`src/icache_geom_pkg.sv`:
```
package icache_geom_pkg;

    // organisation
    localparam int NUM_WAYS          = 2;
    localparam int INDEX_WIDTH       = 6;
    localparam int LINE_OFFSET_WIDTH = 6;
    localparam int TAG_WIDTH         = 32 - INDEX_WIDTH - LINE_OFFSET_WIDTH;
    localparam int SET_NUM           = 1 << INDEX_WIDTH;

    // line and fetch word sizes in bits
    localparam int LINE_BITS         = 8 << LINE_OFFSET_WIDTH;
    localparam int FETCH_BITS        = 64;
    localparam int FETCH_SEL_WIDTH   = 3;

    // memory length codes, n means n+1 beats
    localparam int LINE_BURST_LEN     = 15;
    localparam int UNCACHED_BURST_LEN = 1;

    typedef logic [INDEX_WIDTH-1:0] index_t;
    typedef logic [TAG_WIDTH-1:0]   tag_t;
    typedef logic [LINE_BITS-1:0]   line_t;
    typedef logic [FETCH_BITS-1:0]  fetch_t;
    typedef logic [NUM_WAYS-1:0]    way_vec_t;

endpackage

```
`src/icache_ops_pkg.sv`:
```
package icache_ops_pkg;

    // main controller states
    typedef enum logic [2:0] {
        IDLE   = 3'd0,
        LOOKUP = 3'd1,
        MISS   = 3'd2,
        REFILL = 3'd3,
        CACOP  = 3'd4
    } cache_state_e;

    // cache operation codes as issued by the pipeline
    typedef enum logic [1:0] {
        STORE_TAG        = 2'd0,
        INDEX_INVALIDATE = 2'd1,
        HIT_INVALIDATE   = 2'd2
    } cacop_code_e;

    typedef logic [6:0] exc_code_t;

    localparam exc_code_t EXC_NONE = 7'h00;
    // fetch address not word aligned
    localparam exc_code_t EXC_ADEF = 7'h08;

    // andi r0, r0, 0
    localparam logic [31:0] INST_NOP = 32'h0340_0000;

endpackage

```
`src/icache_out_select.sv`:
```
`timescale 1ns/100ps

module icache_out_select
    import icache_geom_pkg::*;
    import icache_ops_pkg::*;
(
    input  way_vec_t                   i_way_hit,
    input  line_t                      i_way_line [NUM_WAYS],
    input  line_t                      i_ret_line,
    input  logic                       i_use_ret,
    input  logic [FETCH_SEL_WIDTH-1:0] i_fetch_sel,
    input  exc_code_t                  i_exception,
    input  logic [31:0]                i_req_addr,
    output fetch_t                     o_rdata,
    output logic [31:0]                o_badv
);

    line_t  hit_line;
    line_t  src_line;
    fetch_t slot;

    // at most one way hits, so an or-merge is enough
    always_comb begin
        hit_line = '0;
        for (int w = 0; w < NUM_WAYS; w++) begin
            if (i_way_hit[w]) begin
                hit_line = hit_line | i_way_line[w];
            end
        end
    end

    assign src_line = i_use_ret ? i_ret_line : hit_line;
    assign slot     = src_line[i_fetch_sel*FETCH_BITS +: FETCH_BITS];

    // bad fetch returns two nops
    assign o_rdata  = (i_exception != EXC_NONE) ? {INST_NOP, INST_NOP} : slot;
    assign o_badv   = (i_exception != EXC_NONE) ? i_req_addr : 32'h0;

endmodule

```
`config.mk`:
```
export PLATFORM = sky130hd
export DESIGN_NAME = icache_out_select
export DESIGN_NICKNAME = d
export VERILOG_FILES = /design/src/icache_geom_pkg.sv /design/src/icache_ops_pkg.sv /design/src/icache_out_select.sv
export SDC_FILE = /design/constraint.sdc
export NUM_CORES = 1
export LEC_CHECK = 0
export ABC_CLOCK_PERIOD_IN_PS = 3400
export BUFFER_PORTS_ARGS = -buffer_cell sky130_fd_sc_hd__buf_2
export CAP_MARGIN = 0
export CORE_AREA = 2 2 658 660
export DETAILED_ROUTE_END_ITERATION = 6
export DIE_AREA = 0 0 660 662
export GPL_TIMING_DRIVEN = 0
export PLACE_DENSITY_LB_ADDON = 0.3
export SETUP_SLACK_MARGIN = 0.02
export SYNTH_ARGS = -nofsm -noshare
export SYNTH_HDL_FRONTEND = slang
export SYNTH_SLANG_ARGS = --single-unit
```
`constraint.sdc`:
```
create_clock -name vclk -period 3.4
set_clock_uncertainty 0.05 [all_clocks]
set_input_delay 0.34 -clock vclk [all_inputs]
set_output_delay 0.34 -clock vclk [all_outputs]
set_load 0.02 [all_outputs]
```
==> results.yml <==
sta:
  hold_violations: 0
  timing.final.crit_share_pct: 100
  rsz0062_at_grt: "true"
  tightest_slew_ns: 1.00
  fin_setup_tns_ns: -0.00607
  fin_crit_ns: 3.41
  hold_slack_ns: 1.01
  drv_slew: 0
  slew_headroom_pct: 33.2
  fmax_mhz: 294
  finalSetupViolCount: 1
  fin_ws_ns: -0.00607
layout:
  seq_cell_count: 0
  seqCellArea_sq_um: 0
  final_common_cell: "buf_2"
  fin_nets: 4903
  design_area_sq_um: 31200
  drive_above_1_share_pct: 66.2
  final_cell_mix: "buf_2 (1700), a221oi_1 (318), a22oi_1 (145), a21oi_1 (118), buf_4 (89)"
  final_util_pct: 7.27
  area_growth_pct: 143
  clockBufferCount: 0
hold_path:
  hp-start: "i_req_addr[0]"
  holdPathStages: 3
  hold_class: "input port to output pin"
  min_to: "o_badv[0]"
floorplanning:
  io_pins: 1677
  row_count: 241
  initial_core_util_pct: 2.99
  die_y_um: 662
  core_sq_um: 430000
  die_x_um: 660
  die_area_sq_um: 437000
setup_path:
  cp_top_family: "buffers and inverters"
  path_cells: "buf_6 -> buf_6 -> buf_8 -> buf_2 -> a22oi_1 -> a21oi_1 -> o21ai_2 -> a211oi_1 -> buf_4"
  max_stage_delay_ns: 0.44
  critPathKind: "input port to output pin"
  cpMaxStageDelayCell: "a21oi_1"
  required_ns: 3.01
  worst-path-buf-inv: 5
  end_kind: "output pin"
  cp_max_fo: 10
  start_kind: "input port"
  path_common_cell: "buf_6"
  cp.arrival_ns: 3.02
global_route:
  grt_pass1_wl_um: 514000
  grt_usage_pct: 20.1
  grtUsageMet2_pct: 36.4
  grt-ovfl-total: 0
  grt_most_used_layer: "met2"
  grt_pass1_vias: 25900
  grt_max_degree: 20
  use_met1_pct: 19.9
  antenna_found_initial: 766
  met3_usage_pct: 10.7
pwr:
  power_switching_share_pct: 65.1
  p_comb_share_pct: 100.0
  p_leak_uw: 0.0114
  peakVddDrop_uv: 33.4
  clkPwrFrac_pct: 0
  power.density_nw_per_um2: 140
  seqPwrFrac_pct: 0
  intPower_uw: 1530
  p_sw_uw: 2850
outcome:
  status: "finished, violations left"
  failed_checks: "DRC, setup timing"
drt:
  first_pass_iters: 7
  drt_iter0_drc: 3400
  routedWlPerCell_um: 49.2
  drcViolationCount: 1
  vias: 30200
  postRouteAntennaNets: 0
  routed_wl_um: 462000
  vias_per_cell: 3.22
synth:
  synthCells: 1628
  ys_warn_count: 0
  ys_seq_area_share_pct: 0
  syn_nets: 3209
  synth_area_per_cell_sq_um: 7.90
  ys_types: 45
  synth_area_sq_um: 12900
place:
  place.gp.congestion: 0.903
  dp.final_hpwl_um: 426000
  port_buffers: 1672
  dpl_cell_area_sq_um: 28600
clock_tree:
  cts_hold_buf: 0
run:
  max_cap_viol_count: 0
==> Yosys cell counts (2+ instances only) <==
master,n,share of area [%]
buf_1,5,0.15
a211oi_1,86,5.0
o221ai_1,21,1.4
o41ai_1,20,1.4
mux4_2,84,15
nor4_1,20,0.97
nand3_1,3,0.12
a2111oi_0,2,0.14
or3_1,3,0.15
mux2i_1,74,5.8
a31oi_1,4,0.19
a211o_1,20,1.4
o21ai_0,116,4.5
nand2_1,10,0.29
o22ai_1,4,0.19
nor3_1,31,1.2
mux2_2,16,1.4
or4_1,21,1.2
buf_6,19,1.7
a221oi_1,343,23
a21oi_1,132,5.1
buf_2,128,5.0
a22o_1,42,2.9
a22oi_1,146,8.5
clkbuf_1,75,2.2
a211oi_2,17,1.7
nor4_2,21,2.0
buf_4,38,2.2
o21ai_1,26,1.0
and2_1,34,1.7
nor2_1,51,1.5
inv_1,2,0.058
nand2b_1,2,0.097
==> power by group through the flow <==
stage | logic [uW] | clock network (uW) | registers (uW)
5_1_grt | 4520 | 0.00798 | 0
6_report | 4380 | 0.0148 | 0
3_3_place_gp | 4190 | 0 | 0
3_5_place_dp | 4230 | 0 | 0
2_1_floorplan | 1300 | 0 | 0
4_1_cts | 4460 | 0 | 0
==> cell families (layout without fill, tap and decap cells) <==
| family | Yosys count | count (layout) | share of synthesized area (%) |
|---|---|---|---|
| other cells | 0 | 361 | 0 |
| compound gates | 984 | 984 | 57.1 |
| simple gates | 200 | 200 | 9.43 |
| mux | 174 | 174 | 21.9 |
| buf+inv | 270 | 1962 | 11.6 |
==> metrics by stage <==
step | setup WS (ns) | std cells | power (uW)
floorplan | 1.01 | 1628 | 1300
global placement | -2.02 | 9010 | 4190
detailed placement | -1.94 | 9024 | 4230
CTS | 0.0140 | 9030 | 4460
global route | 0.0165 | 9218 | 4520
finish | -0.00607 | 9391 | 4380
==> how the worst max path moves through the flow <==
stage / start / to / slack [ns] / cells past startpoint
finish: i_way_hit[1] / o_rdata[45] / -0.006 / 9
global route: i_way_hit[1] / o_rdata[61] / 0.02 / 9
detailed placement: i_use_ret / o_rdata[40] / -1.94 / 8
CTS: i_way_hit[0] / o_rdata[38] / 0.01 / 9
global placement: i_use_ret / o_rdata[40] / -2.02 / 8
floorplan: i_way_hit[0] / o_rdata[46] / 1.01 / 8
==> layout make-up <==
cell class / instances / area (sq um)
Antenna cell: 361 / 903
Timing Repair Buffer: 1693 / 8690
Inverter: 3 / 18.8
Tap cell: 5710 / 7140
Multi-Input combinational cell: 1358 / 12200
Fill cell: 50900 / 398000
Buffer: 266 / 2220
==> layer usage <==
| layer | up-vias | routed length [um] |
|---|---|---|
| met5 | - | 2420 |
| met4 | 366 | 16900 |
| met3 | 1228 | 57100 |
| met2 | 3017 | 232000 |
| met1 | 14500 | 154000 |
| li1 | 11100 | - |
==> what timing repair did <==
item                                    4_1_cts  5_1_grt
pin swaps                                    19        3
setup buffers                                 7        0
gates resized for setup                     428       27
endpoints found under the setup margin       64       21
Note: power is estimated with default switching activity, not from simulation.
