**config.mk**
```make
export PLATFORM = sky130hd
export DESIGN_NAME = icache_ctrl
export DESIGN_NICKNAME = d
export VERILOG_FILES = /design/src/icache_geom_pkg.sv /design/src/icache_ops_pkg.sv /design/src/icache_ctrl.sv
export SDC_FILE = /design/constraint.sdc
export NUM_CORES = 1
export LEC_CHECK = 0
export BUFFER_PORTS_ARGS = -buffer_cell sky130_fd_sc_hd__buf_2
export CAP_MARGIN = 10
export CORE_AREA = 2 2 464 466
export CTS_CLUSTER_DIAMETER = 120
export DETAILED_ROUTE_END_ITERATION = 12
export DIE_AREA = 0 0 466 468
export GPL_TIMING_DRIVEN = 0
export SYNTH_ARGS = -nofsm -noshare
export SYNTH_HDL_FRONTEND = slang
export SYNTH_SLANG_ARGS = --single-unit
```
**constraint.sdc**
```tcl
create_clock -name clk -period 20.2 [get_ports clk]
set_input_delay 4.04 -clock clk [delete_from_list [all_inputs] [get_ports clk]]
set_output_delay 4.04 -clock clk [all_outputs]
set_load 0.01 [all_outputs]
```
**src/icache_geom_pkg.sv**
```systemverilog
package icache_geom_pkg;

    // organisation
    localparam int NUM_WAYS          = 2;
    localparam int INDEX_WIDTH       = 6;
    localparam int LINE_OFFSET_WIDTH = 6;
    localparam int TAG_WIDTH         = 32 - INDEX_WIDTH - LINE_OFFSET_WIDTH;
    localparam int SET_NUM           = 1 << INDEX_WIDTH;

    // line and fetch word sizes in bits
    localparam int LINE_BITS         = 8 << LINE_OFFSET_WIDTH;
    localparam int FETCH_BITS        = 64;
    localparam int FETCH_SEL_WIDTH   = 3;

    // memory length codes, n means n+1 beats
    localparam int LINE_BURST_LEN     = 15;
    localparam int UNCACHED_BURST_LEN = 1;

    typedef logic [INDEX_WIDTH-1:0] index_t;
    typedef logic [TAG_WIDTH-1:0]   tag_t;
    typedef logic [LINE_BITS-1:0]   line_t;
    typedef logic [FETCH_BITS-1:0]  fetch_t;
    typedef logic [NUM_WAYS-1:0]    way_vec_t;

endpackage

```
**src/icache_ops_pkg.sv**
```systemverilog
package icache_ops_pkg;

    // main controller states
    typedef enum logic [2:0] {
        IDLE   = 3'd0,
        LOOKUP = 3'd1,
        MISS   = 3'd2,
        REFILL = 3'd3,
        CACOP  = 3'd4
    } cache_state_e;

    // cache operation codes as issued by the pipeline
    typedef enum logic [1:0] {
        STORE_TAG        = 2'd0,
        INDEX_INVALIDATE = 2'd1,
        HIT_INVALIDATE   = 2'd2
    } cacop_code_e;

    typedef logic [6:0] exc_code_t;

    localparam exc_code_t EXC_NONE = 7'h00;
    // fetch address not word aligned
    localparam exc_code_t EXC_ADEF = 7'h08;

    // andi r0, r0, 0
    localparam logic [31:0] INST_NOP = 32'h0340_0000;

endpackage

```
**src/icache_ctrl.sv**
```systemverilog
`timescale 1ns/100ps

module icache_ctrl
    import icache_geom_pkg::*;
    import icache_ops_pkg::*;
(
    input  logic                       clk,
    input  logic                       rstn,
    input  logic                       i_rvalid,
    input  logic [31:0]                i_raddr,
    input  logic                       i_uncache,
    input  logic                       i_cacop_en,
    input  cacop_code_e                i_cacop_code,
    input  logic                       i_mem_rready,
    input  line_t                      i_mem_rdata,
    input  way_vec_t                   i_way_hit,
    output logic                       o_rready,
    output logic                       o_idle,
    output logic                       o_mem_rvalid,
    output logic [31:0]                o_mem_raddr,
    output logic [7:0]                 o_mem_rlen,
    output logic                       o_cacop_ready,
    output logic                       o_cacop_complete,
    output index_t                     o_rindex,
    output tag_t                       o_lookup_tag,
    output index_t                     o_windex,
    output tag_t                       o_wtag,
    output way_vec_t                   o_way_we,
    output logic                       o_clear,
    output line_t                      o_ret_line,
    output logic [FETCH_SEL_WIDTH-1:0] o_fetch_sel,
    output logic                       o_use_ret,
    output exc_code_t                  o_exception,
    output logic [31:0]                o_req_addr
);

    cache_state_e       state;
    cache_state_e       next_state;
    logic [31:0]        req_addr;
    logic               uncache_q;
    logic               cacop_q;
    cacop_code_e        cacop_code_q;
    line_t              ret_line;
    logic [SET_NUM-1:0] lru;
    logic               cacop_done_q;
    index_t             req_index;
    logic               accept;
    logic               lookup_hit;
    logic               lookup_done;
    way_vec_t           refill_way;
    way_vec_t           cacop_way;
    exc_code_t          exception;

    assign req_index  = req_addr[LINE_OFFSET_WIDTH +: INDEX_WIDTH];
    assign accept     = (state == IDLE) && (i_cacop_en || i_rvalid);
    assign lookup_hit = |i_way_hit && !uncache_q;
    assign exception  = (!cacop_q && req_addr[1:0] != 2'b00) ? EXC_ADEF : EXC_NONE;
    // a lookup ends here on a hit or a bad address
    assign lookup_done = (exception != EXC_NONE) || lookup_hit;

    // lru bit names the way to replace next
    assign refill_way = way_vec_t'(1) << lru[req_index];
    // index ops pick the way with address bit 0
    assign cacop_way  = (cacop_code_q == HIT_INVALIDATE) ? i_way_hit
                                                         : way_vec_t'(1) << req_addr[0];

    always_comb begin
        next_state = state;
        case (state)
            IDLE: begin
                if (i_cacop_en) begin
                    next_state = CACOP;
                end else if (i_rvalid) begin
                    next_state = LOOKUP;
                end
            end
            LOOKUP:  next_state = lookup_done ? IDLE : MISS;
            MISS:    next_state = i_mem_rready ? REFILL : MISS;
            REFILL:  next_state = IDLE;
            CACOP:   next_state = IDLE;
            default: next_state = IDLE;
        endcase
    end

    always_ff @(posedge clk) begin
        if (!rstn) begin
            state        <= IDLE;
            uncache_q    <= 1'b0;
            cacop_q      <= 1'b0;
            cacop_done_q <= 1'b0;
        end else begin
            state        <= next_state;
            cacop_done_q <= (state == CACOP);
            if (accept) begin
                uncache_q <= i_uncache && !i_cacop_en;
                cacop_q   <= i_cacop_en;
            end
        end
    end

    // point away from the way just used
    always_ff @(posedge clk) begin
        if (!rstn) begin
            lru <= '0;
        end else if (state == LOOKUP && exception == EXC_NONE && lookup_hit) begin
            lru[req_index] <= !i_way_hit[1];
        end else if (state == REFILL && !uncache_q) begin
            lru[req_index] <= !lru[req_index];
        end
    end

    // request and return buffers
    always_ff @(posedge clk) begin
        if (accept) begin
            req_addr     <= i_raddr;
            cacop_code_q <= i_cacop_code;
        end
        if (state == MISS && i_mem_rready) begin
            ret_line <= i_mem_rdata;
        end
    end

    always_comb begin
        o_way_we = '0;
        if (state == REFILL && !uncache_q) begin
            o_way_we = refill_way;
        end else if (state == CACOP) begin
            o_way_we = cacop_way;
        end
    end

    assign o_rready         = (state == LOOKUP && lookup_done) || (state == REFILL);
    assign o_idle           = (state == IDLE);
    assign o_mem_rvalid     = (state == MISS);
    assign o_mem_raddr      = uncache_q ? {req_addr[31:3], 3'b000}
                                        : {req_addr[31:LINE_OFFSET_WIDTH],
                                           {LINE_OFFSET_WIDTH{1'b0}}};
    assign o_mem_rlen       = uncache_q ? 8'(UNCACHED_BURST_LEN) : 8'(LINE_BURST_LEN);
    assign o_cacop_ready    = (state == IDLE) && i_cacop_en;
    assign o_cacop_complete = cacop_done_q;

    // hold the read index so way outputs stay put after acceptance
    assign o_rindex     = (state == IDLE) ? i_raddr[LINE_OFFSET_WIDTH +: INDEX_WIDTH]
                                          : req_index;
    assign o_lookup_tag = req_addr[31 -: TAG_WIDTH];
    assign o_windex     = req_index;
    assign o_wtag       = req_addr[31 -: TAG_WIDTH];
    assign o_clear      = (state == CACOP);
    assign o_ret_line   = ret_line;
    // uncached data sits in the lowest slot
    assign o_fetch_sel  = uncache_q ? '0 : req_addr[LINE_OFFSET_WIDTH-1 -: FETCH_SEL_WIDTH];
    assign o_use_ret    = (state == REFILL);
    assign o_exception  = exception;
    assign o_req_addr   = req_addr;

endmodule

```
==> flow_metrics.env, run 1 <==
export IMPL_crit_chain="buf_2 > nor2_1 > nor2_1 > nor3_1 > nor2_1 > buf_2"
export IMPL_min_to="lru[4]"
export IMPL_cts_resized=0
export IMPL_whs_path_depth=2
export IMPL_power_density_nw_per_um2=96.24
export IMPL_setup_violations=0
export IMPL_ios=1209
export IMPL_synthCells=1157
export IMPL_crit_path_top_delay_cell="nor3_1"
export IMPL_grt_usage=0.1876
export IMPL_period_minus_slack_ps=8967
export IMPL_fmax_ghz=0.1115
export IMPL_rr_startpoint="o_req_addr[7]"
export IMPL_required_ps=16160
export IMPL_routed_via_density=3.394
export IMPL_drtIter0Drc=1939
export IMPL_finClkSkew_ps=38.06
export IMPL_cpPeakStageDelay_ps=210
export IMPL_clk_latency_ps=710
export IMPL_min_delay_path_class="flop to flop"
export IMPL_final_nets=3016
export IMPL_gp_routability_congestion=0.9372
export IMPL_fin_ws_ps=11230
export IMPL_dpl_cell_count=5213
export IMPL_cp_start_kind="input port"
export IMPL_cts_max_level=3
export IMPL_worstPathMaxFanout=5
export IMPL_relSlewSlack=0.1578
export IMPL_synth_cell_types=54
export IMPL_crit_top_cell="nor2_1"
export IMPL_peakVddDrop_uv=57.08
export IMPL_leakagePower_nw=12.94
export IMPL_worstSetupPathType="input port to primary output"
export IMPL_rows=170
export IMPL_cts_hold_buf=0
export IMPL_synth_top_area_cell="edfxtp_1"
export IMPL_clkTransAtPathRegs_ps=60
export IMPL_status="finished clean"
export IMPL_die_x_microns=466
export IMPL_period_share=0.4439
export IMPL_route_detailed_drc=0
export IMPL_clock_path_buffers=3
export IMPL_worstReg2RegEnd="lru[55]"
export IMPL_crit_arrival_ps=4930
export IMPL_synth_seq_cells=616
export IMPL_port_buffers=1194
export IMPL_ys_seq_area_frac=0.8358
export IMPL_start_util=0.09981
export IMPL_tns_ps=0
export IMPL_cts_tree="built"
export IMPL_hp_start="lru[4]"
export IMPL_clockRootBuffer="clkbuf_16"
export IMPL_areaGrowthSynthToFinish_pct=60.44
export IMPL_place_area_sq_um=31170
export IMPL_cts_made_buffers=84
export IMPL_post_cts_buffers=0
export IMPL_total_power_w=0.003288
export IMPL_yosys_top_cells_area="edfxtp_1 (77%), dfxtp_1 (6.6%), buf_4 (3.1%), a32oi_1 (1.4%), o211ai_1 (1.1%)"
export IMPL_drive_gt1_frac=0.5779
export IMPL_place_ws_ps=11230
export IMPL_rsz0062_at_grt="no"
export IMPL_gr_total_overflow=0
export IMPL_fp_coreArea_sq_um=213300
export IMPL_finalNonFillerCells=5392
export IMPL_hold_viol=0
export IMPL_syn_cell_area_sq_um=21290
export IMPL_postSynthAreaPerCell_sq_um=18.40
export IMPL_grt_max_degree=73
export IMPL_dr_pass1_iters=5
export IMPL_multi_input_area_sq_um=2625
export IMPL_wl_mm=213.6
export IMPL_reg2reg_depth=9
export IMPL_cap_violations=0
export IMPL_grt_pass1_vias=17092
export IMPL_dieHeight_microns=468
export IMPL_synth_async_sr_flop_share=0
export IMPL_dp_hpwl_mm=184.7
export IMPL_die_area_sq_um=218100
export IMPL_cp_end_kind="primary output"
export IMPL_ys_flop_type="edfxtp_1"
export IMPL_final_fill_count=23622
export IMPL_dr_total_vias=18299
export IMPL_wl_per_cell_microns=39.61
export IMPL_synth_edf_count=546
export IMPL_ys_warn_count=0
export IMPL_synth_top_cell_area_share=0.7700
export IMPL_stdcell_area_sq_um=34170
export IMPL_antenna_found_initial=212
export IMPL_regArea_sq_um=17800
export IMPL_rrSetupSlack_ps=16410
export IMPL_worst_pin_slew_ps=1261
export IMPL_grt_pass1_wl_mm=247.5
export IMPL_numClockSinks=616
export IMPL_slew_violations=0
export IMPL_drt_antenna_violating_nets=0
## per-stage QoR
stage,utilization,hold slack (ps)
after global placement,0.1447,479.8
final,0.1601,506.8
after CTS,0.1598,501.7
after floorplan,-,465.7
after detailed placement,0.1461,487.2
after global routing,0.1601,513.9
## report_power, final
group | leakage [nW] | switching [W] | total, W | internal, W
logic | 6.02 | 0.000146 | 0.000238 | 0.0000919
registers | 5.50 | 0.0000206 | 0.00142 | 0.00140
clock network | 1.41 | 0.000685 | 0.00163 | 0.000945
## cells in the mapped netlist, types with 3 or more instances
cell / number
mux2_2: 4
clkbuf_1: 42
edfxtp_1: 546
buf_2: 5
mux2_1: 4
nor3_1: 4
nand2_1: 43
a22oi_1: 3
a21oi_1: 6
buf_6: 4
buf_4: 89
and2_1: 9
nand2b_1: 4
nor2_1: 46
a31oi_1: 32
nand3b_1: 3
dfxtp_1: 70
and3_1: 4
nor3b_1: 4
nand4_1: 8
nand3_1: 38
nor4_1: 3
inv_1: 6
a32oi_1: 33
a221oi_1: 17
o22ai_1: 6
o31ai_1: 32
and4_1: 6
buf_1: 4
a22o_1: 3
nor2b_1: 11
o211ai_1: 32
o21ai_0: 5
## how the worst max path moves through the flow
stage	depth (start not counted)	end	slack, ps	startpoint
floorplan	1	o_ret_line[0]	3710	i_mem_rready
global placement	2	o_ret_line[286]	-3750	i_mem_rready
detailed placement	6	o_rready	11230	i_way_hit[1]
CTS	6	o_rready	11220	i_way_hit[1]
global route	6	o_rready	11180	i_way_hit[1]
finish	6	o_rready	11230	i_way_hit[1]
## layer usage
layer	wire, microns	share of wire	track usage	vias to the layer above
met2	104900	0.49	0.3287	1536
met4	8314	0.039	0.05313	22
li1	-	-	-	7141
met3	33720	0.16	0.1238	477
met5	218	0.0010	0.002415	-
met1	66490	0.31	0.1778	9123
## cell usage in the layout (no fill, tap or decap), types with 33 or more instances in the layout
master	n
buf_2	1199
edfxtp_1	546
buf_4	90
clkbuf_16	85
dfxtp_1	70
clkbuf_1	48
nor2_1	46
nand2_1	43
nand3_1	38
a32oi_1	33
## worst max-delay path, delay by kind of cell
kind / cells / cell delay (ps)
buffers and inverters: 2 / 350
AND/OR/NAND/NOR: 4 / 530
## sequential cells by signal, summed over array words and instances, names as in the netlist
name	count
uncache_q	1
state	3
o_cacop_complete	1
o_ret_line	512
cacop_q	1
o_req_addr	32
cacop_code_q	2
lru	64
## cell type report
type	instances	share of cell area
flip-flops and latches	616	0.5209
repair buffers	1207	0.1834
well taps	2838	0.1039
multi-input cells	402	0.07683
clock buffers	91	0.06292
plain buffers	144	0.02666
clock inverters	63	0.02278
diodes	24	0.001758
inverters	7	0.0007691
## cell families after synthesis
logic type / Yosys count / synth area share
other cells: 2 / 0.0003527
simple gates: 196 / 0.04771
mux: 13 / 0.008226
flops: 616 / 0.8358
compound gates: 179 / 0.06393
buf+inv: 151 / 0.04401
Power figures use the tool's default switching activity.
==> inputs of run 2 (changes only) <==
- clock period: 20.2 -> 9.1 ns (I/O delays scaled with it)
==> run 2 against run 1 <==
Effect of this change: die area did not move; non-clock buffer count rose by 3; wire length fell by 0.15%; sequential power rose by 120%; total power rose by 120%; clock power rose by 130%; via count fell by 0.15%; count of clock-buffer cells in the layout rose by 9; clock skew fell by 6.5 ps; largest cell class unchanged.
==> flow_metrics.env, run 2 (synthesis results as in run 1) <==
export IMPL_crit_chain="buf_6 > nor2b_1 > a221oi_1 > o22ai_1 > a22o_1 > or4_4 > clkbuf_1 > o22ai_1 > buf_2"
export IMPL_route_detailed_drc=0
export IMPL_dp_hpwl_mm=185.0
export IMPL_regArea_sq_um=17800
export IMPL_final_common_cell="buf_2"
export IMPL_rows=170
export IMPL_clk_latency_ps=730
export IMPL_crit_path_top_delay_cell="nor2b_1"
export IMPL_worstSetupPathType="flop to primary output"
export IMPL_p_int_w=0.005474
export IMPL_cpPeakStageDelay_ps=850
export IMPL_leakagePower_nw=12.99
export IMPL_port_buffers=1194
export IMPL_gr_total_overflow=0
export IMPL_rr_startpoint="o_req_addr[7]"
export IMPL_startpoint="o_req_addr[7]"
export IMPL_peakVddDrop_uv=150.5
export IMPL_worst_pin_slew_ps=1083
export IMPL_finClkSkew_ps=31.59
export IMPL_die_area_sq_um=218100
export IMPL_routed_via_density=3.386
export IMPL_cts_made_buffers=86
export IMPL_grt_pass1_wl_mm=246.7
export IMPL_setup_violations=0
export IMPL_drtIter0Drc=1825
export IMPL_ios=1209
export IMPL_rsz0062_at_grt="no"
export IMPL_cts_hold_buf=0
export IMPL_post_cts_buffers=0
export IMPL_period_share=0.7128
export IMPL_p_switching_w=0.001895
export IMPL_stdcell_area_sq_um=34280
export IMPL_final_cell_mix="buf_2 (1200), edfxtp_1 (546), buf_4 (91), clkbuf_16 (88), dfxtp_1 (70)"
export IMPL_period_minus_slack_ps=6486
export IMPL_areaGrowthSynthToFinish_pct=61.00
export IMPL_grt_pass1_vias=16900
export IMPL_fmax_ghz=0.1542
export IMPL_required_ps=7280
export IMPL_slew_violations=0
export IMPL_wl_mm=213.3
export IMPL_largest_register_ffs=512
export IMPL_gp_routability_congestion=0.9560
export IMPL_status="finished clean"
export IMPL_fp_coreArea_sq_um=213300
export IMPL_cts_resized=0
export IMPL_dieHeight_microns=468
export IMPL_die_x_microns=466
export IMPL_crit_top_cell="o22ai_1"
export IMPL_worstPathMaxFanout=10
export IMPL_finalCoreUtilization=0.1607
export IMPL_comb_power_share=0.072
export IMPL_clockRootBuffer="clkbuf_16"
export IMPL_path_depth=9
export IMPL_hold_viol=0
export IMPL_numClockSinks=616
export IMPL_grt_usage=0.1872
export IMPL_drt_antenna_violating_nets=0
export IMPL_multi_input_area_sq_um=2625
export IMPL_dr_pass1_iters=7
export IMPL_seqPwrFrac=0.428
export IMPL_clkTransAtPathRegs_ps=60
export IMPL_reg2reg_depth=9
export IMPL_power_density_nw_per_um2=214.9
export IMPL_drive_gt1_frac=0.5788
export IMPL_dpl_cell_count=5216
export IMPL_cts_tree="built"
export IMPL_cpLargestDelayFamily="buffers and inverters"
export IMPL_cp_start_kind="flop"
export IMPL_place_area_sq_um=31220
export IMPL_start_util=0.09981
export IMPL_final_fill_count=23664
export IMPL_clock_path_buffers=3
export IMPL_dr_total_vias=18272
export IMPL_grt_max_degree=73
export IMPL_min_delay_path_class="flop to flop"
export IMPL_p_clk_frac=0.500
export IMPL_cp_end_kind="primary output"
export IMPL_relSlewSlack=0.2762
export IMPL_finalNonFillerCells=5396
export IMPL_crit_arrival_ps=4670
export IMPL_worstReg2RegEnd="lru[54]"
export IMPL_p_sw_frac=0.2571
export IMPL_cap_violations=0
export IMPL_crit_buf_inv=3
export IMPL_wl_per_cell_microns=39.53
export IMPL_final_nets=3021
export IMPL_rrSetupSlack_ps=5160
export IMPL_worstSetupEndpoint="o_way_we[0]"
export IMPL_tns_ps=0
export IMPL_cts_max_level=3
export IMPL_antenna_found_initial=199
[run 2: per-layer routing]
layer	part of all wire	track usage
met2	0.50	0.3336
met5	0.0014	0
met3	0.15	0.1194
met1	0.32	0.1781
met4	0.034	0.04644
[run 2: power groups by stage]
stage | logic (W) | registers [W] | clock network, W
final | 0.000531 | 0.00315 | 0.00368
after global routing | 0.000564 | 0.00315 | 0.00390
after CTS | 0.000539 | 0.00315 | 0.00384
after detailed placement | 0.000535 | 0.00321 | 0
after global placement | 0.000529 | 0.00322 | 0
after floorplan | 0.000175 | 0.00320 | 0
[run 2: tightest hold or removal path: stages (launching register included)]
cell and delay, ps:
dfxtp_1 330, a32oi_1 80, o31ai_1 60
[run 2: area by class of cell]
class	instances	share of cell area
sequential	616	0.5191
inverter	7	0.0007664
clock buffer	100	0.06555
multi-input combinational	402	0.07657
buffer	144	0.02657
clock inverter	59	0.02226
tap	2838	0.1036
timing repair buffer	1210	0.1842
antenna	20	0.001460
[run 2: how the worst min path moves through the flow]
stage                       start      end  slack [ps]  cells after the start
final                     lru[60]  lru[60]         500                      2
after global routing       lru[9]   lru[9]         530                      2
after CTS                 lru[60]  lru[60]         510                      2
after detailed placement  lru[60]  lru[60]         490                      2
after global placement     lru[8]   lru[8]         490                      2
after floorplan            lru[1]   lru[1]         470                      2
[run 2: through the flow]
stage	hold slack [ps]	worst slack (ps)	total power, W
finish	504.4	2614	0.007369
global route	525.2	2339	0.007619
CTS	506.2	2424	0.007527
detailed placement	491.7	3291	0.003746
global placement	492.7	-3292	0.003745
floorplan	465.7	601.5	0.003371
